<file path="config.mk">
export PLATFORM = sky130hd
export DESIGN_NAME = reg_file
export DESIGN_NICKNAME = d
export VERILOG_FILES = /design/src/verilog/isa_pkg.sv /design/src/verilog/reg_file.sv
export SDC_FILE = /design/constraint.sdc
export NUM_CORES = 2
export LEC_CHECK = 0
export BUFFER_PORTS_ARGS = -buffer_cell sky130_fd_sc_hd__buf_4
export CAP_MARGIN = 10
export CELL_PAD_IN_SITES_DETAIL_PLACEMENT = 0
export CELL_PAD_IN_SITES_GLOBAL_PLACEMENT = 2
export CORE_AREA = 2 2 302 529
export DETAILED_ROUTE_END_ITERATION = 16
export DIE_AREA = 0 0 304 531
export GPL_TIMING_DRIVEN = 0
export HOLD_SLACK_MARGIN = 0.1
export PLACE_DENSITY = 0.67
export SKIP_CTS_REPAIR_TIMING = 1
export SLEW_MARGIN = 40
export SYNTH_ARGS = -nofsm -noshare
export SYNTH_HDL_FRONTEND = slang
export SYNTH_SLANG_ARGS = --single-unit
</file>
<file path="constraint.sdc">
create_clock -name clock -period 3.1 [get_ports clock]
set_clock_uncertainty 0.2 [all_clocks]
set_input_delay 0.155 -clock clock [delete_from_list [all_inputs] [get_ports clock]]
set_output_delay 0.155 -clock clock [all_outputs]
set_load 0.1 [all_outputs]
</file>
<file path="src/verilog/isa_pkg.sv">
package isa_pkg;

    localparam int xlen      = 32;  // Data and instruction word width
    localparam int reg_idx_w = 5;   // 32 architectural registers
    localparam int imm_w     = 17;  // Signed immediate, bits 16..0
    localparam int target_w  = 27;  // Jump target, bits 26..0

    // jal writes its return address here
    localparam logic [reg_idx_w-1:0] link_reg = 5'd31;

    // Primary opcode, bits 31..27
    typedef enum logic [4:0] {
        op_r_type = 5'b00000,
        op_j      = 5'b00001,
        op_bne    = 5'b00010,
        op_jal    = 5'b00011,
        op_jr     = 5'b00100,
        op_addi   = 5'b00101,
        op_blt    = 5'b00110,
        op_sw     = 5'b00111,
        op_lw     = 5'b01000
    } opcode_e;

    // R-type function, bits 6..2
    typedef enum logic [4:0] {
        alu_add = 5'b00000,
        alu_sub = 5'b00001,
        alu_and = 5'b00010,
        alu_or  = 5'b00011,
        alu_sll = 5'b00100,
        alu_sra = 5'b00101
    } alu_op_e;

endpackage

</file>
<file path="src/verilog/reg_file.sv">
`timescale 1ns/1ps

module reg_file (
    input  logic                          clock,
    input  logic                          rst,
    input  logic [isa_pkg::reg_idx_w-1:0] rd_a,
    input  logic [isa_pkg::reg_idx_w-1:0] rd_b,
    input  logic                          wb_en,
    input  logic [isa_pkg::reg_idx_w-1:0] wb_reg,
    input  logic [isa_pkg::xlen-1:0]      wb_data,
    output logic [isa_pkg::xlen-1:0]      q_a,
    output logic [isa_pkg::xlen-1:0]      q_b
);

    logic [isa_pkg::xlen-1:0] regs [2**isa_pkg::reg_idx_w];

    always_ff @(posedge clock) begin
        if (rst) begin
            for (int i = 0; i < 2**isa_pkg::reg_idx_w; i++) begin
                regs[i] <= '0;
            end
        end else if (wb_en && wb_reg != '0) begin
            regs[wb_reg] <= wb_data;
        end
    end

    // Write-through so decode sees this cycle's write-back
    assign q_a = (rd_a == '0) ? '0 : (wb_en && wb_reg == rd_a) ? wb_data : regs[rd_a];
    assign q_b = (rd_b == '0) ? '0 : (wb_en && wb_reg == rd_b) ? wb_data : regs[rd_b];

    // Write-back only ever names a real destination
    a_no_r0_write: assert property (@(posedge clock) disable iff (rst)
        wb_en |-> wb_reg != '0);

endmodule

</file>
== Yosys cells after proc, flatten, opt, wreduce, memory -nomap -nowiden ==
Memories as Yosys holds them, arrays and structs flattened.
Cells that the tools add are included.

* Register bits after elaboration: 0
* Memory bits (writable): 1024
* Input port bits: 50
* Word-level logic and storage cells: 22
* Memories kept: 1

* Eq/ne operators: 2
* Multiplexer cells: 12
* Reduce and logical (&&, ||, !) cells: 7

{| class="wikitable"
|+ Memories
! memory !! depth !! width !! rd ports !! clocked after Yosys merged registers in !! write ports !! RTL line !! source
|-
| regs || 32 || 32 || 2 || 0 || 32 || reg_file.sv:15 || <nowiki>logic [isa_pkg::xlen-1:0] regs [2**isa_pkg::reg_idx_w];</nowiki>
|}

{| class="wikitable"
|+ Operators with widths
! cell !! count
|-
| 32-bit two-way mux || 5
|-
| 32-bit OR reduction || 1
|-
| 5-bit equality test || 2
|-
| 5-bit zero test || 2
|-
| 1-bit two-way mux || 6
|-
| 5-bit two-way mux || 1
|-
| 5-bit nonzero test || 1
|-
| 1-bit logical AND || 3
|}

== Logic depth before layout (Yosys ltp) ==
* Depth in word-level cells: 7
* Gate-level depth with buffers: 10
* Mapped depth without buffers: 5

== Worst setup path before layout ==
No wires, ideal clock.

* Path kind: input to output
* From: input rd_a[2] (netlist name)
* To: output q_a[10] (netlist name)
* Data arrival time: 3027 ps
* Required time: 2745 ps
* Slack: -282 ps
* Cell stages on the path: 7
* Path buffers: 4
* Cell sequence: buf_2 > buf_2 > clkbuf_1 > buf_4 > mux2i_1 > o22a_1 > a31oi_1

* Longest elaborated chain between the ends: 4
* Elaborated cells on any way between the ends: 6
* Classes of those cells: eq/ne: 1; mux: 2; reduce/logical: 2; memory: 1

{| class="wikitable"
|+ Ends and longest elaborated chain
! element !! RTL line !! source
|-
| start: declaration || reg_file.sv:6 || <nowiki>input logic [isa_pkg::reg_idx_w-1:0] rd_a,</nowiki>
|-
| branches (longest 3 deep; another with memory 32 x 32 bit) || n/a ||
|-
| 32-bit two-way mux * || reg_file.sv:28 || <nowiki>assign q_a = (rd_a == '0) ? '0 : (wb_en && wb_reg == rd_a) ? wb_data : regs[rd_a];</nowiki>
|-
| end: declaration || reg_file.sv:11 || <nowiki>output logic [isa_pkg::xlen-1:0] q_a,</nowiki>
|}

Every way passes the cells marked *.

==> run summary <==
CLOCK NETWORK
----------------------------------------------------------------------------------------
Clock Pin Slew Worst Setup and Hold Paths .................................      0.06 ns
CTS Sinks .................................................................         1024
Worst-case clock buffer depth .............................................            3
CTS tree ..................................................................          yes
Clock buffers created by TritonCTS ........................................           95
Root cell of the clock tree ............................................... sky130_fd_sc_hd__clkbuf_16
CTS H-tree lvls ...........................................................            3

LOGIC SYNTHESIS
----------------------------------------------------------------------------------------
Number of library cell types mapped by synthesis ..........................           50
Share of flip-flops with an asynchronous set or reset .....................            0
Syn Area/Cell .............................................................     14.6 µm²
Cell with the most instances after synthesis .............................. sky130_fd_sc_hd__edfxtp_1
Most common library cells after synthesis ................................. sky130_fd_sc_hd__edfxtp_1, sky130_fd_sc_hd__and2_1, sky130_fd_sc_hd__mux4_2
Cell type contributing the most total cell area after synthesis ........... sky130_fd_sc_hd__edfxtp_1
Number of flops mapped to enable cells by yosys ...........................         1024
Netlist area before placement .............................................    54700 µm²
Top-area cell type share of the netlist area ..............................        0.562
Portion of the post-synthesis area used by sequential elements ............        0.562
Ys flop type .............................................................. sky130_fd_sc_hd__edfxtp_1
Number of standard cells after synthesis ..................................         3740
Synthesis warning total ...................................................            0
Yosys reg bits ............................................................         1024
Top post-synthesis cells by area .......................................... sky130_fd_sc_hd__edfxtp_1, sky130_fd_sc_hd__mux4_2, sky130_fd_sc_hd__and2_1

FLOORPLAN
----------------------------------------------------------------------------------------
Die outline area ..........................................................   161000 µm²
Die Y-Extent ..............................................................       531 µm
Core Area .................................................................   157000 µm²
Number of top-level design ports ..........................................          114
Standard-cell row count ...................................................          193
Die X .....................................................................       304 µm
Initial core utilization ..................................................        0.348

STA
----------------------------------------------------------------------------------------
# setup viols final .......................................................           88
Worst setup slack after layout ............................................    -0.234 ns
Final cycle utilization of the critical path ..............................         1.08
Final max-slew violation count ............................................            0
Setup repair after global routing missed its margin .......................          yes
Final-report hold violation count .........................................            0
Shortest clock period the worst path allows after layout ..................      3.33 ns
Worst-margin pin slew .....................................................     0.979 ns
Remaining max-slew budget at the tightest pin .............................        0.345
Maximum operating frequency ...............................................      300 MHz

GRT
----------------------------------------------------------------------------------------
Global-route wire length before repair ....................................       339 mm
Met1 Resource Use GR ......................................................        0.354
Number of global-route vias before repair .................................        37500
Largest net degree at the start of global routing .........................           33
Tot GR Track Use ..........................................................        0.317
Antenna violations before repair ..........................................           11
Global routing's busiest layer ............................................         met2
Met2 capacity usage during global routing .................................        0.535
Met3 usage ................................................................       0.0634
Remaining Overflow, GRT ...................................................            0

CRITICAL PATH
----------------------------------------------------------------------------------------
Critical Path Start Type ..................................................     register
Category of the most critical setup path ..................................   reg -> out
Required @ worst endpoint .................................................      2.74 ns
Data arrival at the endpoint of the critical path .........................      2.98 ns
Sort of element at the end of the critical path ...........................   output pin
Highest net fanout along the worst path ...................................            2

FINISH
----------------------------------------------------------------------------------------
Area Overhead vs Synth ....................................................        18.0%
Top flop regs .............................................................   regs x1024
Final instance area .......................................................    64600 µm²
Proportion of layout cells with a drive suffix above 1 ....................        0.265
Register with the most flip-flops .........................................         regs
Flip-flop count of the largest register after layout ......................         1024
Combined area of the multi-input logic cells ..............................    23600 µm²
Fillers ...................................................................        14500
Net count of the finished layout ..........................................         4089
Sequential Area ...........................................................    30700 µm²

PWR
----------------------------------------------------------------------------------------
Total power draw ..........................................................     35300 µW
Static leakage ............................................................    0.0224 µW
Total net switching power .................................................     10500 µW
Cell internal power dissipation ...........................................     24800 µW
Largest vdd supply drop ...................................................       418 µV
Proportion of power drawn by flip-flops and latches .......................        0.464
Total power density per cell area .........................................   547 nW/µm²
Proportion of total power due to net switching ............................        0.297
Power share of the combinational group ....................................        0.186
Proportion of power drawn by the clock network ............................        0.350

PLACEMENT
----------------------------------------------------------------------------------------
Final Wtd Congestion ......................................................         1.04
Half-perimeter wire length of the detailed placement result ...............       194 mm
Area after detailed placement .............................................    59100 µm²
Number of I/O port buffers ................................................          102

DETAILED ROUTING
----------------------------------------------------------------------------------------
Mean number of vias per cell ..............................................         6.02
Wire length per cell ......................................................      41.9 µm
Post-DRT Antenna Nets .....................................................            0
Via total after detailed routing ..........................................        37100
Number of search-and-repair iterations in the first detailed-routing pass .            9
DR iter-0 viols ...........................................................         4467
Routed wire length ........................................................       258 mm
DRC violations left .......................................................            0

OUTCOME
----------------------------------------------------------------------------------------
Outcome ................................................................... finished, violations left
Violations in the final reports ........................................... setup timing

HOLD PATH
----------------------------------------------------------------------------------------
Tightest Hold Check Type ..................................................    in -> reg

RUN
----------------------------------------------------------------------------------------
Max-cap violation count ...................................................            0

-- cells in the final DEF, fill, tap and decap left out, types with 33 or more instances in the layout --
cell type and count:
sky130_fd_sc_hd__mux2i_1 259, sky130_fd_sc_hd__clkbuf_1 216, sky130_fd_sc_hd__clkbuf_4 51, sky130_fd_sc_hd__a22oi_1 119, sky130_fd_sc_hd__clkbuf_16 98, sky130_fd_sc_hd__dlygate4sd3_1 33, sky130_fd_sc_hd__buf_4 95, sky130_fd_sc_hd__o22ai_1 39
sky130_fd_sc_hd__edfxtp_1 1024, sky130_fd_sc_hd__clkbuf_2 60, sky130_fd_sc_hd__mux4_2 388, sky130_fd_sc_hd__a21oi_1 67, sky130_fd_sc_hd__and2_1 994, sky130_fd_sc_hd__buf_6 62, sky130_fd_sc_hd__o221ai_1 36
-- critical path, cell delays in order (launching register included) --
cell	delay (ns)
sky130_fd_sc_hd__edfxtp_1	0.39
sky130_fd_sc_hd__mux4_2	0.49
sky130_fd_sc_hd__a22o_4	0.30
sky130_fd_sc_hd__a2111oi_4	0.47
sky130_fd_sc_hd__a21oi_1	0.12
sky130_fd_sc_hd__a22o_1	0.28
sky130_fd_sc_hd__buf_6	0.20
-- power by group through the flow --
stage	logic [µW]	clock network (µW)	registers [µW]
global placement	5740	0	16600
floorplan	3480	0	16500
global route	6610	12800	16500
finish	6550	12400	16400
detailed placement	5880	0	16700
CTS	5890	12300	16400
-- cell type report --
cell class                      instances  share of cell area
Tap cell                             2047              0.0397
Antenna cell                            6            0.000233
Inverter                                2            0.000116
Timing Repair Buffer                  172              0.0322
Clock inverter                         60             0.00893
Buffer                                413              0.0385
Multi-Input combinational cell       2331               0.365
Sequential cell                      1024               0.476
Clock buffer                          114              0.0389
-- layer usage --
layer	vias to the layer above	share of wire
met5	-	0.00027
met4	10	0.084
met3	629	0.073
met2	1962	0.49
met1	19500	0.35
li1	15100	-
-- through the flow --
stage | hold slack (ns) | setup slack, ns | util | std cells | TNS [ns]
floorplan | 0.153 | 0.277 | - | 3771 | 0
global placement | 0.316 | -2.43 | 0.370 | 5920 | -444.91
detailed placement | 0.310 | -0.996 | 0.376 | 5940 | -78.77
CTS | -0.450 | -1.00 | 0.395 | 6114 | -49.27
global route | 0.147 | -0.305 | 0.411 | 6164 | -3.29
finish | 0.133 | -0.234 | 0.411 | 6169 | -3.96
-- kinds of logic (layout without fill, tap and decap cells) --
| family | Yosys count | in the layout | share of synthesized area |
|---|---|---|---|
| multiplexers | 674 | 674 | 0.212 |
| AND/OR/NAND/NOR | 1146 | 1146 | 0.127 |
| buffers and inverters | 416 | 761 | 0.0323 |
| AO/OA/AOI/OAI | 469 | 469 | 0.0645 |
| XOR/XNOR | 10 | 10 | 0.00160 |
| other | 1 | 38 | 0.0000685 |
| flip-flops | 1024 | 1024 | 0.562 |
-- path summary, 6_finish.rpt --
kind,slack (ns),from,cells after the start,to
max,-0.23,regs[13][14],6,q_b[14]
min,0.13,wb_data[6],3,regs[5][6]
Note: power is estimated with default switching activity, not from simulation.
