## src/verilog/isa_pkg.sv

```systemverilog
package isa_pkg;

    localparam int xlen      = 32;  // Data and instruction word width
    localparam int reg_idx_w = 5;   // 32 architectural registers
    localparam int imm_w     = 17;  // Signed immediate, bits 16..0
    localparam int target_w  = 27;  // Jump target, bits 26..0

    // jal writes its return address here
    localparam logic [reg_idx_w-1:0] link_reg = 5'd31;

    // Primary opcode, bits 31..27
    typedef enum logic [4:0] {
        op_r_type = 5'b00000,
        op_j      = 5'b00001,
        op_bne    = 5'b00010,
        op_jal    = 5'b00011,
        op_jr     = 5'b00100,
        op_addi   = 5'b00101,
        op_blt    = 5'b00110,
        op_sw     = 5'b00111,
        op_lw     = 5'b01000
    } opcode_e;

    // R-type function, bits 6..2
    typedef enum logic [4:0] {
        alu_add = 5'b00000,
        alu_sub = 5'b00001,
        alu_and = 5'b00010,
        alu_or  = 5'b00011,
        alu_sll = 5'b00100,
        alu_sra = 5'b00101
    } alu_op_e;

endpackage

```

## src/verilog/core_pkg.sv

```systemverilog
package core_pkg;

    localparam int addr_w     = 8;    // Word address into either memory
    localparam int imem_depth = 256;  // Instruction words
    localparam int dmem_depth = 256;  // Data words

    // Where an execute operand comes from
    typedef enum logic [1:0] {
        fwd_reg = 2'd0,  // Value read in decode
        fwd_mem = 2'd1,  // Memory stage result
        fwd_wb  = 2'd2   // Write-back result
    } fwd_sel_e;

endpackage

```

## src/verilog/decode_stage.sv

```systemverilog
`timescale 1ns/1ps

module decode_stage (
    input  logic                          clock,
    input  logic                          rst,
    input  logic [core_pkg::addr_w-1:0]   f_pc,
    input  logic [isa_pkg::xlen-1:0]      f_instr,
    input  logic                          redirect,
    input  logic                          x_load,   // Execute holds a lw
    input  logic [isa_pkg::reg_idx_w-1:0] x_rd,     // Its destination
    output logic                          stall,
    output logic [isa_pkg::reg_idx_w-1:0] rd_a,     // Register file read indices
    output logic [isa_pkg::reg_idx_w-1:0] rd_b,
    output logic [core_pkg::addr_w-1:0]   d_pc,
    output logic [isa_pkg::xlen-1:0]      d_instr,
    output logic [isa_pkg::reg_idx_w-1:0] d_src_a,  // Zero when the operand is unused
    output logic [isa_pkg::reg_idx_w-1:0] d_src_b
);

    isa_pkg::opcode_e              opcode;
    isa_pkg::alu_op_e              alu_op;
    logic [isa_pkg::reg_idx_w-1:0] rd;
    logic [isa_pkg::reg_idx_w-1:0] rs;
    logic [isa_pkg::reg_idx_w-1:0] rt;
    logic                          use_a;
    logic                          use_b;

    // F/D register, all-zero word is add r0 r0 r0
    always_ff @(posedge clock) begin
        if (rst || redirect) begin
            d_instr <= '0;            // Squash the younger fetch
        end else if (!stall) begin
            d_instr <= f_instr;
        end
    end

    always_ff @(posedge clock) begin
        if (!stall) begin
            d_pc <= f_pc;
        end
    end

    assign opcode = isa_pkg::opcode_e'(d_instr[31:27]);
    assign rd     = d_instr[26:22];
    assign rs     = d_instr[21:17];
    assign rt     = d_instr[16:12];
    assign alu_op = isa_pkg::alu_op_e'(d_instr[6:2]);

    // Branches, jr and sw carry their first operand in rd
    assign rd_a = (opcode inside {isa_pkg::op_bne, isa_pkg::op_blt, isa_pkg::op_jr,
                                  isa_pkg::op_sw}) ? rd : rs;
    assign rd_b = (opcode inside {isa_pkg::op_bne, isa_pkg::op_blt, isa_pkg::op_sw,
                                  isa_pkg::op_lw}) ? rs : rt;

    assign use_a = opcode inside {isa_pkg::op_r_type, isa_pkg::op_addi, isa_pkg::op_bne,
                                  isa_pkg::op_blt, isa_pkg::op_jr, isa_pkg::op_sw};
    // Shifts take shamt and ignore rt
    assign use_b = (opcode inside {isa_pkg::op_bne, isa_pkg::op_blt, isa_pkg::op_sw,
                                   isa_pkg::op_lw})
                || (opcode == isa_pkg::op_r_type
                    && alu_op inside {isa_pkg::alu_add, isa_pkg::alu_sub,
                                      isa_pkg::alu_and, isa_pkg::alu_or});

    assign d_src_a = use_a ? rd_a : '0;
    assign d_src_b = use_b ? rd_b : '0;

    // Load data arrives one stage too late for a direct consumer
    assign stall = x_load && (x_rd != '0) && (x_rd == d_src_a || x_rd == d_src_b);

endmodule

```

## config.mk

```make
export PLATFORM = sky130hd
export DESIGN_NAME = decode_stage
export DESIGN_NICKNAME = d
export VERILOG_FILES = /design/src/verilog/isa_pkg.sv /design/src/verilog/core_pkg.sv /design/src/verilog/decode_stage.sv
export SDC_FILE = /design/constraint.sdc
export NUM_CORES = 1
export LEC_CHECK = 0
export BUFFER_PORTS_ARGS = -buffer_cell sky130_fd_sc_hd__buf_4
export CAP_MARGIN = 5
export CORE_MARGIN = 5
export CORE_UTILIZATION = 41
export CTS_CLUSTER_SIZE = 8
export DETAILED_ROUTE_END_ITERATION = 10
export HOLD_SLACK_MARGIN = 0.02
export PLACE_DENSITY = 0.72
export RECOVER_POWER = 100
export SLEW_MARGIN = 20
export SYNTH_ARGS = -nofsm -noshare
export SYNTH_HDL_FRONTEND = slang
export SYNTH_SLANG_ARGS = --single-unit
```

## constraint.sdc

```tcl
create_clock -name clock -period 2.89 [get_ports clock]
set_input_delay 0.578 -clock clock [delete_from_list [all_inputs] [get_ports clock]]
set_output_delay 0.578 -clock clock [all_outputs]
set_load 0.01 [all_outputs]
```

# After elaboration in Yosys (flattened, before gate mapping)
# Cells that the tools add are included.
word_totals:
  word_cells: 30
  ff_bits: 40
op_classes:
  n_mux: 4
  eq_ne: 11
  reduce_logical: 13
op_table:
  columns: ["op", "count"]
  rows:
  - ["5-bit by 3-bit equality test with 1-bit output, second input constant", 4]
  - ["5-bit two-way mux", 4]
  - ["5-bit by 2-bit equality test with 1-bit output, second input constant", 3]
  - ["4-bit nonzero test", 3]
  - ["5-bit equality test", 2]
  - ["5-bit logical NOT", 2]
  - ["6-bit nonzero test", 1]
  - ["5-bit by 1-bit equality test with 1-bit output, second input constant", 1]
  - ["5-bit by 4-bit equality test with 1-bit output, second input constant", 1]
  - ["5-bit nonzero test", 1]
  - ["1-bit logical AND", 3]
  - ["1-bit logical OR", 3]

# Logic depth before layout (Yosys ltp)
logic_depth:
  word_depth: 8
  mapped_depth: 10
  depth_no_buf: 7

# Worst setup path after synthesis
# Ideal clock, no wire load.
synth_timing:
  path_type: "reg-to-output"
  startpoint: "register d_instr[27] (netlist bit)"
  endpoint: "output port stall"
  path_stages_with_launch: 9
  path_slack_ns: -0.279
  arrival_time_ns: 2.591
  path_buffers: 1
  cell_sequence: "dfxtp_1 -> buf_6 -> or4_1 -> nor3_4 -> a22o_1 -> mux2i_1 -> nor4_1 -> a21oi_1 -> inv_1"
synth_via:
  elab_chain_cells: 7
  elab_cells_between_ends: 20
  cone_classes: "eq/ne: 8; mux: 4; reduce/logical: 8"
synth_rtl:
  columns: ["element", "line", "text"]
  rows:
  - ["from (decl)", "decode_stage.sv:15", "output logic [isa_pkg::xlen-1:0] d_instr,"]
  - ["from (signal assigned)", "decode_stage.sv:33", "d_instr <= f_instr;"]
  - ["5-bit by 2-bit equality test with 1-bit output (tied with other cells)", "decode_stage.sv:52, decode_stage.sv:58", null]
  - ["4-bit nonzero test or 1-bit logical AND (tied branches)", "decode_stage.sv:52, decode_stage.sv:58, decode_stage.sv:61", null]
  - ["5-bit two-way mux or 1-bit logical OR (tied branches)", "decode_stage.sv:53, decode_stage.sv:60", null]
  - ["5-bit two-way mux (*)", "decode_stage.sv:65", "assign d_src_b = use_b ? rd_b : '0;"]
  - ["via d_src_b, one bit", "decode_stage.sv:17", "output logic [isa_pkg::reg_idx_w-1:0] d_src_b"]
  - ["5-bit equality test (*)", "decode_stage.sv:68", "assign stall = x_load && (x_rd != '0) && (x_rd == d_src_a || x_rd == d_src_b);"]
  - ["1-bit logical OR (*)", "decode_stage.sv:68", null]
  - ["1-bit logical AND (*)", "decode_stage.sv:68", null]
  - ["to (decl)", "decode_stage.sv:11", "output logic stall,"]
# The timed path passes the listed nets; every way through them passes the cells marked *.

# Final worst setup path
layout_timing:
  startpoint: "register d_instr[27] (netlist bit)"
  endpoint: "output port stall"
layout_via:
  elab_chain_cells: 7
  elab_cells_between_ends: 20
  cone_classes: "eq/ne: 8; mux: 4; reduce/logical: 8"
layout_rtl:
  columns: ["element", "line", "text"]
  rows:
  - ["5-bit by 2-bit equality test with 1-bit output (tied with other cells)", null, null]
  - ["4-bit nonzero test (tied with other cells)", "decode_stage.sv:50", "assign rd_a = (opcode inside {isa_pkg::op_bne, isa_pkg::op_blt, isa_pkg::op_jr,"]
  - ["5-bit two-way mux (tied with other cells)", "decode_stage.sv:51", "isa_pkg::op_sw}) ? rd : rs;"]
  - ["5-bit two-way mux, on equally long branches", "decode_stage.sv:64, decode_stage.sv:65", null]
  - ["5-bit equality test", "decode_stage.sv:68", null]
  - ["1-bit logical OR (*)", "decode_stage.sv:68", null]
  - ["1-bit logical AND (*)", "decode_stage.sv:68", null]
# Mark *: on every way between the ends. The rest lies on a longest branch, timed or not.

==> impl_metrics.py <==
metrics = {
    "worst_setup_path": {
        "r2r_setup_slack_ps": 320,
        "critPathKind": "flop to output port",
        "required_ps": 2310,
        "rr_endpoint": "d_instr[28]$_SDFFE_PP0N_",
        "cp_max_fo": 4,
        "critical_path_arrival_ps": 2310,
        "reg2regPathDepth": 11,
        "endpoint_kind": "output port",
        "start_kind": "flop",
        "reg2reg_from": "d_instr[27]$_SDFFE_PP0N_",
    },
    "place": {
        "dp.final_hpwl_mm": 4.80,
        "numPortBuffers": 109,
        "placed_cells": 410,
        "gp_congestion": 0.812,
    },
    "detailed_routing": {
        "ant_nets": 0,
        "drc": 0,
        "via_per_inst": 4.93,
        "wl_per_cell_um": 14.7,
        "drt_iter0_drc": 85,
        "postRouteWirelength_mm": 6.27,
        "dr.pass1.iters": 4,
        "num_vias": 2112,
    },
    "synth": {
        "synth_top_area_cell": "dfxtp_1",
        "synth_seq_cells": 40,
        "synthXorXnorAreaFrac_pct": 1.20,
        "synth_edf_count": 8,
        "synth_compound_area_share_pct": 11.3,
        "synth_top_family_by_area": "simple AND/OR/NAND/NOR gates",
        "syn_area_per_cell_um2": 9.34,
        "yosysWarnings": 0,
        "netlist_instances": 235,
        "synthMuxAreaShare_pct": 20.1,
        "syn_nets": 284,
        "yosysSeqAreaShare_pct": 40.1,
        "syn_area_um2": 2190,
        "ys_types": 42,
        "synthFlopType": "dfxtp_1",
        "synthTopCellsByArea": "dfxtp_1, mux2i_1, nand2_1",
        "synth_fa_ha_area_share_pct": 0,
        "yosysTopAreaCellShare_pct": 29.2,
        "async_flop_share_pct": 0,
        "yosys.area_share.simple_pct": 22.3,
    },
    "timing": {
        "worst_pin_slew_ps": 560,
        "finalCritPeriodShare_pct": 100,
        "holdWs_ps": 461,
        "finalCriticalPeriod_ps": 2890,
        "setup_slack_ps": -1.51,
        "final-setup-viol-count": 1,
        "fin_setup_tns_ps": -1.51,
        "clock_skew_ps": 5.99,
        "rsz0062_at_grt": "true",
        "slew_headroom_pct": 62.6,
        "hold_violations": 0,
        "slew_violations": 0,
        "maxClockFrequency_mhz": 346,
    },
    "clock_network": {
        "clk_latency_ps": 290,
        "cts-buffers-inserted": 5,
        "cts_tree": "built",
        "cts_root_buf": "clkbuf_8",
        "hold_buffers": 0,
        "htree_levels": 2,
        "clkTransAtPathRegs_ps": 80,
        "clock-sinks": 40,
        "cts_buffer_depth": 2,
    },
    "cells_and_area": {
        "fin_cells": 428,
        "fin_util_pct": 62.8,
        "diodes": 0,
        "mostFrequentLayoutCells": "buf_4, nand2_1, clkbuf_1",
        "syn2layout_area_growth_pct": 47.0,
        "fin_nets": 406,
        "final_common_cell": "buf_4",
        "layout-drive-gt1-share_pct": 35.8,
    },
    "die": {
        "initial_utilization_pct": 42.7,
        "io_pins": 110,
        "die-area_um2": 6920,
        "rows": 26,
        "core_area_um2": 5140,
        "die_w_um": 83.2,
        "die_y_um": 83.2,
    },
    "hold_path": {
        "hold-path-endpoint": "d_instr[0]$_SDFFE_PP0N_",
        "min_from": "d_instr[0]$_SDFFE_PP0N_",
        "min_path_cells": 2,
        "hp-class": "flop to flop",
    },
    "grt": {
        "grtUsageTotal_pct": 17.4,
        "grt_antenna_before_repair": 0,
        "grt_pass1_vias": 2043,
        "grt_pass1_wl_mm": 9.92,
        "grt_max_degree": 39,
        "overflow": 0,
    },
    "status": {
        "failed_checks": "setup timing",
        "status": "finished, violations left",
    },
    "pwr": {
        "p_leak_nw": 1.54,
        "ir_drop_mv": 0.235,
        "p_per_area_nw_per_um2": 442,
        "p_total_mw": 1.43,
    },
    "run": {
        "maxCapViolations": 0,
    },
}
==> flip-flops by register name, indices dropped and copies added (netlist names) <==
| name | cells |
|---|---|
| d_instr | 32 |
| d_pc | 8 |
==> logic make-up after synthesis <==
family / count (synthesis)
muxes: 43
xor gates and xnor gates: 3
DFF: 40
and+or+nand+nor: 103
buffers and inverters: 19
AOI/OAI and AO/OA: 27
==> critical path, stage by stage, from the launching register on <==
cell     delay [ps]
dfxtp_4         350
buf_4           140
or4_4           430
nor3_4          210
a22o_1          230
mux2i_2         270
nor4_2           80
a21oi_2         150
inv_2            50
buf_6           120
==> cell type report <==
| cell class | count | area [µm²] |
|---|---|---|
| Inverter | 6 | 22.5 |
| Multi-Input combinational cell | 176 | 1260 |
| Clock buffer | 6 | 82.6 |
| Fill cell | 477 | 1910 |
| Tap cell | 70 | 87.6 |
| Clock inverter | 2 | 38.8 |
| Sequential cell | 40 | 886 |
| Timing Repair Buffer | 128 | 851 |
==> synthesized netlist by cell type (2+ instances only) <==
| cell | number |
|---|---|
| a21oi_1 | 3 |
| a221oi_1 | 2 |
| a22o_1 | 3 |
| a32o_1 | 2 |
| and2_1 | 3 |
| and3_1 | 2 |
| buf_6 | 5 |
| clkbuf_1 | 7 |
| dfxtp_1 | 32 |
| edfxtp_1 | 8 |
| inv_1 | 6 |
| mux2_2 | 8 |
| mux2i_1 | 35 |
| nand2_1 | 70 |
| nand3_1 | 2 |
| nor2_1 | 7 |
| nor2b_1 | 7 |
| o21ai_0 | 2 |
| o21ai_1 | 2 |
| o221a_2 | 2 |
| o221ai_1 | 2 |
| or2_2 | 2 |
| or4_1 | 2 |
| xor2_1 | 3 |
==> timing repair <==
action / CTS / global route
pin swaps: 6 / 5
buffers inserted: 8 / 2
gates resized for setup: 6 / 3
setup endpoints to repair: 1 / 1
==> report_power, final <==
| group | internal (mW) | switching [mW] |
|---|---|---|
| logic | 0.160 | 0.155 |
| clock network | 0.283 | 0.206 |
| registers | 0.597 | 0.0240 |
| total | 1.04 | 0.385 |
==> per-layer routing <==
metal | track usage [%] | share of wire [%] | vias to the layer above
met5 | 0 | 0 | -
met4 | 5.35 | 1.1 | 0
met3 | 4.36 | 5.2 | 8
met2 | 30.3 | 50 | 58
met1 | 21.0 | 44 | 976
li1 | - | - | 1070
==> per-stage QoR <==
stage / cell area (µm²) / setup slack (ps)
after floorplan: 2210 / -6.74
after global placement: 3130 / 96.4
after detailed placement: 3130 / 60.0
after CTS: 3340 / -63.2
after global routing: 3230 / -137
final: 3230 / -1.51
==> how the worst max path moves through the flow <==
| stage | slack [ps] | from | to | depth (start not counted) |
|---|---|---|---|---|
| 2_1_floorplan | -7 | d_instr[28]$_SDFFE_PP0N_ | stall | 8 |
| 3_3_place_gp | 100 | x_rd[0] | stall | 9 |
| 3_5_place_dp | 60 | x_rd[0] | stall | 9 |
| 4_1_cts | -60 | d_instr[27]$_SDFFE_PP0N_ | stall | 8 |
| 5_1_grt | -140 | d_instr[30]$_SDFFE_PP0N_ | stall | 8 |
| 6_report | -2 | d_instr[27]$_SDFFE_PP0N_ | stall | 9 |
Power figures use the tool's default switching activity.
