**src/verilog/isa_pkg.sv**
```systemverilog
package isa_pkg;

    localparam int xlen      = 32;  // Data and instruction word width
    localparam int reg_idx_w = 5;   // 32 architectural registers
    localparam int imm_w     = 17;  // Signed immediate, bits 16..0
    localparam int target_w  = 27;  // Jump target, bits 26..0

    // jal writes its return address here
    localparam logic [reg_idx_w-1:0] link_reg = 5'd31;

    // Primary opcode, bits 31..27
    typedef enum logic [4:0] {
        op_r_type = 5'b00000,
        op_j      = 5'b00001,
        op_bne    = 5'b00010,
        op_jal    = 5'b00011,
        op_jr     = 5'b00100,
        op_addi   = 5'b00101,
        op_blt    = 5'b00110,
        op_sw     = 5'b00111,
        op_lw     = 5'b01000
    } opcode_e;

    // R-type function, bits 6..2
    typedef enum logic [4:0] {
        alu_add = 5'b00000,
        alu_sub = 5'b00001,
        alu_and = 5'b00010,
        alu_or  = 5'b00011,
        alu_sll = 5'b00100,
        alu_sra = 5'b00101
    } alu_op_e;

endpackage

```
**src/verilog/core_pkg.sv**
```systemverilog
package core_pkg;

    localparam int addr_w     = 8;    // Word address into either memory
    localparam int imem_depth = 256;  // Instruction words
    localparam int dmem_depth = 256;  // Data words

    // Where an execute operand comes from
    typedef enum logic [1:0] {
        fwd_reg = 2'd0,  // Value read in decode
        fwd_mem = 2'd1,  // Memory stage result
        fwd_wb  = 2'd2   // Write-back result
    } fwd_sel_e;

endpackage

```
**src/verilog/alu.sv**
```systemverilog
`timescale 1ns/1ps

module alu (
    input  logic [isa_pkg::xlen-1:0]      a,
    input  logic [isa_pkg::xlen-1:0]      b,
    input  isa_pkg::alu_op_e              op,
    input  logic [isa_pkg::reg_idx_w-1:0] shamt,  // Shift count, bits 11..7
    output logic [isa_pkg::xlen-1:0]      result,
    output logic                          not_equal,
    output logic                          less_than
);

    always_comb begin
        case (op)
            isa_pkg::alu_add: result = a + b;               // Wraps mod 2^32
            isa_pkg::alu_sub: result = a - b;
            isa_pkg::alu_and: result = a & b;
            isa_pkg::alu_or:  result = a | b;
            isa_pkg::alu_sll: result = a << shamt;
            isa_pkg::alu_sra: result = $signed(a) >>> shamt; // Sign fill
            default:          result = '0;                  // Undefined function
        endcase
    end

    // Branch flags, a holds rd and b holds rs
    assign not_equal = (a != b);
    assign less_than = ($signed(a) < $signed(b));

endmodule

```
**src/verilog/execute_stage.sv**
```systemverilog
`timescale 1ns/1ps

module execute_stage (
    input  logic                          clock,
    input  logic                          rst,
    input  logic                          stall,
    input  logic [core_pkg::addr_w-1:0]   d_pc,
    input  logic [isa_pkg::xlen-1:0]      d_instr,
    input  logic [isa_pkg::reg_idx_w-1:0] d_src_a,
    input  logic [isa_pkg::reg_idx_w-1:0] d_src_b,
    input  logic [isa_pkg::xlen-1:0]      q_a,
    input  logic [isa_pkg::xlen-1:0]      q_b,
    input  logic                          m_fwd_en,
    input  logic [isa_pkg::reg_idx_w-1:0] m_fwd_rd,
    input  logic [isa_pkg::xlen-1:0]      m_fwd_data,
    input  logic                          wb_en,
    input  logic [isa_pkg::reg_idx_w-1:0] wb_reg,
    input  logic [isa_pkg::xlen-1:0]      wb_data,
    output logic                          redirect,
    output logic [core_pkg::addr_w-1:0]   redirect_pc,
    output logic                          x_load,
    output logic [isa_pkg::reg_idx_w-1:0] x_rd,
    output logic [isa_pkg::xlen-1:0]      x_result,
    output logic [isa_pkg::xlen-1:0]      x_store_data,
    output isa_pkg::opcode_e              x_opcode,
    output logic [isa_pkg::reg_idx_w-1:0] x_dest     // Zero when nothing is written
);

    // D/X register
    logic [core_pkg::addr_w-1:0]   dx_pc;
    logic [isa_pkg::xlen-1:0]      dx_instr;
    logic [isa_pkg::reg_idx_w-1:0] dx_src_a;
    logic [isa_pkg::reg_idx_w-1:0] dx_src_b;
    logic [isa_pkg::xlen-1:0]      dx_q_a;
    logic [isa_pkg::xlen-1:0]      dx_q_b;

    isa_pkg::opcode_e              opcode;
    isa_pkg::alu_op_e              alu_op;
    logic [isa_pkg::reg_idx_w-1:0] rd;
    logic [isa_pkg::reg_idx_w-1:0] shamt;
    logic [isa_pkg::imm_w-1:0]     imm;
    logic [isa_pkg::target_w-1:0]  target;
    logic [isa_pkg::xlen-1:0]      imm_ext;
    core_pkg::fwd_sel_e            sel_a;
    core_pkg::fwd_sel_e            sel_b;
    logic [isa_pkg::xlen-1:0]      opnd_a;
    logic [isa_pkg::xlen-1:0]      opnd_b;
    logic [isa_pkg::xlen-1:0]      alu_a;
    logic [isa_pkg::xlen-1:0]      alu_b;
    isa_pkg::alu_op_e              alu_fn;
    logic [isa_pkg::xlen-1:0]      alu_result;
    logic                          not_equal;
    logic                          less_than;
    logic [core_pkg::addr_w-1:0]   link_pc;
    logic [core_pkg::addr_w-1:0]   br_target;

    always_ff @(posedge clock) begin
        if (rst || redirect || stall) begin
            dx_instr <= '0;  // Bubble
            dx_src_a <= '0;
            dx_src_b <= '0;
        end else begin
            dx_instr <= d_instr;
            dx_src_a <= d_src_a;
            dx_src_b <= d_src_b;
        end
    end

    always_ff @(posedge clock) begin
        dx_pc  <= d_pc;
        dx_q_a <= q_a;
        dx_q_b <= q_b;
    end

    assign opcode  = isa_pkg::opcode_e'(dx_instr[31:27]);
    assign rd      = dx_instr[26:22];
    assign shamt   = dx_instr[11:7];
    assign alu_op  = isa_pkg::alu_op_e'(dx_instr[6:2]);
    assign imm     = dx_instr[16:0];
    assign target  = dx_instr[26:0];
    assign imm_ext = {{(isa_pkg::xlen-isa_pkg::imm_w){imm[isa_pkg::imm_w-1]}}, imm};

    // Memory stage is younger, so it wins over write-back
    assign sel_a = (dx_src_a != '0 && m_fwd_en && m_fwd_rd == dx_src_a) ? core_pkg::fwd_mem :
                   (dx_src_a != '0 && wb_en && wb_reg == dx_src_a)      ? core_pkg::fwd_wb  :
                                                                          core_pkg::fwd_reg;
    assign sel_b = (dx_src_b != '0 && m_fwd_en && m_fwd_rd == dx_src_b) ? core_pkg::fwd_mem :
                   (dx_src_b != '0 && wb_en && wb_reg == dx_src_b)      ? core_pkg::fwd_wb  :
                                                                          core_pkg::fwd_reg;

    always_comb begin
        case (sel_a)
            core_pkg::fwd_mem: opnd_a = m_fwd_data;
            core_pkg::fwd_wb:  opnd_a = wb_data;
            default:           opnd_a = dx_q_a;
        endcase
        case (sel_b)
            core_pkg::fwd_mem: opnd_b = m_fwd_data;
            core_pkg::fwd_wb:  opnd_b = wb_data;
            default:           opnd_b = dx_q_b;
        endcase
    end

    // lw/sw base sits on port B, addi base on port A
    assign alu_a  = (opcode == isa_pkg::op_lw || opcode == isa_pkg::op_sw) ? opnd_b : opnd_a;
    assign alu_b  = (opcode inside {isa_pkg::op_addi, isa_pkg::op_lw, isa_pkg::op_sw})
                  ? imm_ext : opnd_b;
    assign alu_fn = (opcode == isa_pkg::op_r_type) ? alu_op : isa_pkg::alu_add;

    alu u_alu (
        .a(alu_a), .b(alu_b), .op(alu_fn), .shamt,
        .result(alu_result), .not_equal, .less_than
    );

    assign link_pc   = dx_pc + 1'b1;
    assign br_target = link_pc + imm_ext[core_pkg::addr_w-1:0];  // PC+1+imm

    always_comb begin
        redirect    = 1'b0;
        redirect_pc = br_target;
        case (opcode)
            isa_pkg::op_j, isa_pkg::op_jal: begin
                redirect    = 1'b1;
                redirect_pc = target[core_pkg::addr_w-1:0];
            end
            isa_pkg::op_jr: begin
                redirect    = 1'b1;
                redirect_pc = opnd_a[core_pkg::addr_w-1:0];  // Jump to rd
            end
            isa_pkg::op_bne: redirect = not_equal;
            isa_pkg::op_blt: redirect = less_than;
            default: ;
        endcase
    end

    always_comb begin
        case (opcode)
            isa_pkg::op_r_type: x_dest = (alu_op inside {isa_pkg::alu_add, isa_pkg::alu_sub,
                                          isa_pkg::alu_and, isa_pkg::alu_or,
                                          isa_pkg::alu_sll, isa_pkg::alu_sra}) ? rd : '0;
            isa_pkg::op_addi, isa_pkg::op_lw: x_dest = rd;
            isa_pkg::op_jal: x_dest = isa_pkg::link_reg;
            default: x_dest = '0;  // Stores, branches, jumps, no-ops
        endcase
    end

    assign x_result = (opcode == isa_pkg::op_jal)
                    ? {{(isa_pkg::xlen-core_pkg::addr_w){1'b0}}, link_pc} : alu_result;
    assign x_store_data = opnd_a;  // sw data comes from rd
    assign x_opcode = opcode;
    assign x_load   = (opcode == isa_pkg::op_lw);
    assign x_rd     = rd;

    // A lw never redirects, so a load-use stall cannot meet a redirect
    a_redirect_no_stall: assert property (@(posedge clock) disable iff (rst)
        redirect |-> !stall);

endmodule

```
**config.mk**
```make
export PLATFORM = sky130hd
export DESIGN_NAME = execute_stage
export DESIGN_NICKNAME = d
export VERILOG_FILES = /design/src/verilog/isa_pkg.sv /design/src/verilog/core_pkg.sv /design/src/verilog/alu.sv /design/src/verilog/execute_stage.sv
export SDC_FILE = /design/constraint.sdc
export NUM_CORES = 1
export LEC_CHECK = 0
export BUFFER_PORTS_ARGS = -buffer_cell sky130_fd_sc_hd__buf_4
export CAP_MARGIN = 20
export CORE_MARGIN = 2
export CORE_UTILIZATION = 45
export DETAILED_ROUTE_END_ITERATION = 10
export PLACE_DENSITY = 0.77
export SLEW_MARGIN = 20
export SYNTH_ARGS = -nofsm -noshare
export SYNTH_HDL_FRONTEND = slang
export SYNTH_SLANG_ARGS = --single-unit
```
**constraint.sdc**
```tcl
create_clock -name clock -period 6.55 [get_ports clock]
set_clock_uncertainty 0.1 [all_clocks]
set_input_delay 1.31 -clock clock [delete_from_list [all_inputs] [get_ports clock]]
set_output_delay 1.31 -clock clock [all_outputs]
set_load 0.01 [all_outputs]
```
* After elaboration in Yosys (flattened, before gate mapping)
Cells that the tools add are included.
** Storage, ports and cells
- Register bits :: 114
- Input port bits :: 193
- Output and inout bits :: 89
** Cells by class
- Add/subtract/negate cells :: 4
- Magnitude comparators :: 1
- Eq/ne operators :: 27
- Shifts and indexed selects :: 2
- Multiplexer cells :: 15
- Bitwise operators :: 2
- Reduce and logical (&&, ||, !) cells :: 21
** Operators with widths (count)
- one-hot mux 32 bit (6 select lines) :: 1
- one-hot mux 32 bit (2 select lines) :: 2
- two-way mux 32 bit :: 3
- == test 5 x 3 -> 1 bit, second input constant :: 8
- adder 32 bit :: 1
- bitwise AND 32 bit :: 1
- less-than comparator 32 bit :: 1
- inequality test 32 bit :: 1
- OR 32 bit :: 1
- left shift 32 x 5 -> 32 bit :: 1
- >>> shifter 32 x 5 -> 32 bit :: 1
- subtractor 32 bit :: 1
- == test 5 x 2 -> 1 bit, second input constant :: 6
- == test 5 bit :: 4
- one-hot mux 8 bit (2 select lines) :: 1
- == test 5 x 1 -> 1 bit, second input constant :: 3
- zero test 5 bit :: 3
- one-hot mux 5 bit (3 select lines) :: 1
- two-way mux 5 bit :: 2
- nonzero test 5 bit :: 2
- adder 8 x 1 -> 8 bit, second input constant :: 1
- adder 8 bit :: 1
- logical AND 1 bit :: 8
- two-way mux 2 bit :: 4
- 9 further kinds :: 14

* Longest topological paths before layout
- Depth after elaboration :: 12
- Gate-level depth with buffers :: 22

* Hierarchy
Synthesis repeated with hierarchy kept, for this count alone.
** Second synthesis, totals
- Cells, all modules :: 2075
- Area total of the unflattened synthesis :: 15369.7 um^2
** By module, submodules not included
- alu :: times used 1, cells each 1289, area an instance 8929.8 um^2, sequential area each 0.0 um^2
- execute_stage :: times used 1, cells each 786, area an instance 6439.9 um^2, sequential area each 2182.1 um^2

* Worst setup path before layout
OpenSTA, ideal clock, no wires.
- Path type :: input to output
- Start :: input m_fwd_rd[1] (netlist name)
- End :: output x_result[31] (netlist name)
- Data arrival time :: 5.675 ns
- Required time :: 5.140 ns
- Setup slack :: -0.535 ns
- Stages :: 18
- Buffers on the path :: 2
- Cell sequence :: xor2_1 nor4_1 and3_1 nor2_2 buf_2 o221ai_2 inv_1 ha_1 clkbuf_1 nor2_1 a221o_1 a21oi_1 o31ai_1 or3_1 o2111ai_1 nand2_1 or4b_2 a41oi_1
** Between the ends
- Longest elaborated chain between the ends :: 9
- Elaborated cells on any way between the ends :: 22
- Those cells by class :: 2 x add/sub; 6 x eq/ne; 2 x shift; 8 x mux; 2 x bitwise; 2 x reduce/logical
** Ends and longest elaborated chain
- start: declaration :: line execute_stage.sv:14 : input logic [isa_pkg::reg_idx_w-1:0] m_fwd_rd,
- == test 5 bit, on equally long branches :: line execute_stage.sv:84, execute_stage.sv:87
- logical AND 1 bit, on equally long branches :: line execute_stage.sv:84, execute_stage.sv:87
- two-way mux 2 bit, on equally long branches :: line execute_stage.sv:84, execute_stage.sv:87
- == test 2 bit (tied with other cells) :: line execute_stage.sv:92 : case (sel_a)
- one-hot mux 32 bit (2 select lines), on equally long branches :: line execute_stage.sv:92, execute_stage.sv:97
- two-way mux 32 bit, on equally long branches :: line execute_stage.sv:105, execute_stage.sv:107
- subtractor 32 bit (tied with other cells) :: line alu.sv:16 : isa_pkg::alu_sub: result = a - b;
- one-hot mux 32 bit (6 select lines) (*) :: line alu.sv:14 : case (op)
- two-way mux 32 bit (*) :: line execute_stage.sv:148 : ? {{(isa_pkg::xlen-core_pkg::addr_w){1'b0}}, link_pc} : alu_result;
- end: declaration :: line execute_stage.sv:23 : output logic [isa_pkg::xlen-1:0] x_result,
Every way passes the cells marked *; elsewhere a longest branch is shown, timed or not.

* Worst setup path in the final report
- Start :: input m_fwd_rd[1] (netlist name)
- End :: output x_result[20] (netlist name)
Same word-level chain as after synthesis.

==> summary.txt <==
Critical path
  – CP max stage delay: 390 ps
  – Cell mode on critical path: buf_4
  – Setup CP Type: input port to primary output
  – Endpoint class of the critical path: primary output
  – CP max FO: 4
  – Critical path data required time: 5140 ps
  – Critical Path AT: 5660 ps
  – Critical path buffers and inverters: 8
  – Family with the most delay on the worst path: compound AO/OA/AOI/OAI gates
  – CP startpoint kind: input port
  – Slowest-stage cell, CP: a2111oi_2
  – Worst path cell trace: buf_8 -> xor2_2 -> nor4_2 -> buf_4 -> a21oi_2 -> buf_4 -> buf_4 -> a221o_1 -> inv_2 -> ha_4 -> buf_4 -> a21o_1 -> o2bb2ai_2 -> a311o_1 -> a21oi_2 -> o21bai_1 -> a21o_1 -> a21oi_1 -> o21ai_1 -> a2111oi_2 -> buf_4 -> o21ai_2 -> buf_4

Placement
  – RePlAce Congestion: 1.07
  – IO buf count: 276
  – DP Area: 19900 um2
  – DP Wirelength: 58600 um

STA
  – Setup TNS Final: -8570 ps
  – RSZ-0062 raised after global routing: true
  – Max Fclk: 0.141 GHz
  – Final period utilization: 1.08
  – Crit path time final: 7070 ps
  – Slew HR: 0.209
  – Worst-Margin Slew: 1180 ps
  – # setup viols final: 26
  – Final Hold Fails: 0
  – Min Hold Slack: 920 ps
  – Final Max Tran Viols: 0
  – PnR worst setup slack: -520 ps

GRT
  – Tot GR Track Use: 0.458
  – Initial antenna violation count: 1
  – Number of global-route vias before repair: 19281
  – Pin count of the biggest net entering global routing: 64
  – GRT overflow: 0
  – First-pass GRT wire length: 116000 um

Die
  – # rows: 65
  – Die W: 183 um
  – # IOs: 282
  – Core ar.: 31500 um2
  – Initial Utilization: 0.457
  – Die area: 33400 um2
  – Die extent in y: 183 um

Clock tree
  – Cts bufs inserted: 9
  – Worst skew pair latency: 380 ps
  – H-tree Lvls: 3
  – CTS tree: built
  – Reg clk slew, reported paths: 90 ps
  – Root Buffer: clkbuf_16
  – Sink Count: 109
  – Clock tree buffer depth: 2

Layout
  – Fraction of layout cells with a size suffix above 1: 0.468
  – Design area: 22900 um2
  – Most frequent cells in the layout: buf_4, nor2_1, nand2_1
  – Fin util: 0.728
  – Nets: 2868
  – Layout area overhead: 59.4%
  – Most common cell after layout, fill and taps aside: buf_4
  – Antenna fix cells: 0

Min path
  – Hold Crit Class: input port to register

Status
  – Violated checks: negative setup slack
  – Status: finished, violations left

Route
  – Initial DRC count: 3170
  – Detailed Route WL: 82000 um
  – Vias: 20148
  – DRC Markers: 0
  – Routed WL per cell: 27.6 um
  – 1st-pass router iterations: 8
  – Detail Route Antenna Nets: 0
  – Vias per cell: 6.77

Run
  – Max-cap violations: 0

Logic synthesis
  – Unique masters post-synth: 84
  – Mean Syn Cell Area: 7.51 um2
  – Ys async rst share: 0
  – Seq/Total Area, Yosys: 0.152
  – Synthesized cell area: 14400 um2
  – Flops & latches, synth: 109
  – Main synth FF type: dfxtp_1
  – Yosys warns: 0
  – Mapped Cells: 1915
  – Syn nets: 2215
  – EDFF count, synth: 0

Pwr
  – Power per Cell Area: 178 nW/um2
  – Max IR drop VDD: 193 uV
  – Leakage: 10.3 nW
## state kept, by name (all words and copies together), names as in the netlist
register / cells
dx_instr: 27
dx_src_a: 5
dx_q_b: 32
dx_q_a: 32
dx_pc: 8
dx_src_b: 5
## through the flow
step,setup slack (ps),instances,total power [mW]
final,-520,2975,4.07
after global routing,-640,2975,4.21
after CTS,-286,2951,3.73
after detailed placement,-1060,2896,2.94
after global placement,-1020,2896,2.91
after floorplan,-30.2,1915,1.82
## power by group
| part | internal, mW | leakage (nW) | switching, mW |
|---|---|---|---|
| Combinational | 1.27 | 9.20 | 1.47 |
| Sequential | 0.697 | 0.911 | 0.0236 |
| Clock | 0.307 | 0.151 | 0.298 |
## cells in the mapped netlist (all sizes together), types with 5 or more instances
cell	number	area share
a22o	9	0.0055
buf	31	0.012
a21oi	114	0.041
nand2	141	0.037
nand4	12	0.0052
o22ai	39	0.017
mux2i	72	0.051
o2111ai	7	0.0043
a21o	39	0.020
o211ai	46	0.024
a41oi	5	0.0030
or2	9	0.0039
o21bai	17	0.0089
o21ai	146	0.051
o211a	7	0.0049
nor2	220	0.058
ha	104	0.091
xor2	9	0.0055
a211oi	15	0.0078
clkbuf	112	0.029
inv	122	0.032
a221o	22	0.015
mux4	39	0.061
nor4	8	0.0035
a31oi	50	0.022
and2	51	0.022
a32oi	8	0.0049
nor3	34	0.012
a2111oi	11	0.0072
a211o	5	0.0030
xnor2	31	0.019
a22oi	16	0.0084
mux2	40	0.031
o21a	8	0.0042
nand3	34	0.012
nand2b	7	0.0030
o31ai	11	0.0057
or3	13	0.0057
o311ai	5	0.0030
o221ai	48	0.040
and3	8	0.0035
a221oi	25	0.015
dfxtp	109	0.15
## routing by layer
layer / wire, um / global-route usage / vias to the layer above
met5: 18 / 0 / -
met4: 6370 / 0.252 / 2
met3: 10700 / 0.126 / 472
met2: 35200 / 0.706 / 1771
met1: 29800 / 0.579 / 9432
li1: - / - / 8471
## what timing repair did
action	4_1_cts	5_1_grt
buffers inserted	38	26
gates cloned	5	0
setup endpoints to repair	29	29
pin swaps	103	93
resized for setup	254	216
hold buffers	0	0
## final cells by class
cell class,count,area (um2)
clock buffers,9,225
clock inverters,7,91.3
fillers,2289,8560
inverters,124,468
multi-input cells,1539,13200
flip-flops and latches,109,2180
well taps,402,503
repair buffers,785,6240
## logic make-up (layout without fill, tap and decap cells)
kind of cell / Yosys count / after routing / share of synthesized area
AO/OA/AOI/OAI: 679 / 679 / 0.333
XOR/XNOR: 40 / 40 / 0.0244
adder cells (fa/ha/maj): 107 / 107 / 0.0947
buffers and inverters: 267 / 925 / 0.0735
flip-flops: 109 / 109 / 0.152
multiplexers: 151 / 151 / 0.143
AND/OR/NAND/NOR: 562 / 562 / 0.180
## final timing paths
check	end	startpoint	cells after the start	slack, ps
setup / recovery	x_result[20]	m_fwd_rd[1]	23	-520
hold / removal	dx_q_a[12]	q_a[12]	1	920
setup reg to reg	dx_instr[16]	dx_src_b[1]	27	950
hold reg to reg	dx_instr[15]	dx_instr[28]	9	1570
Power figures use the tool's default switching activity.
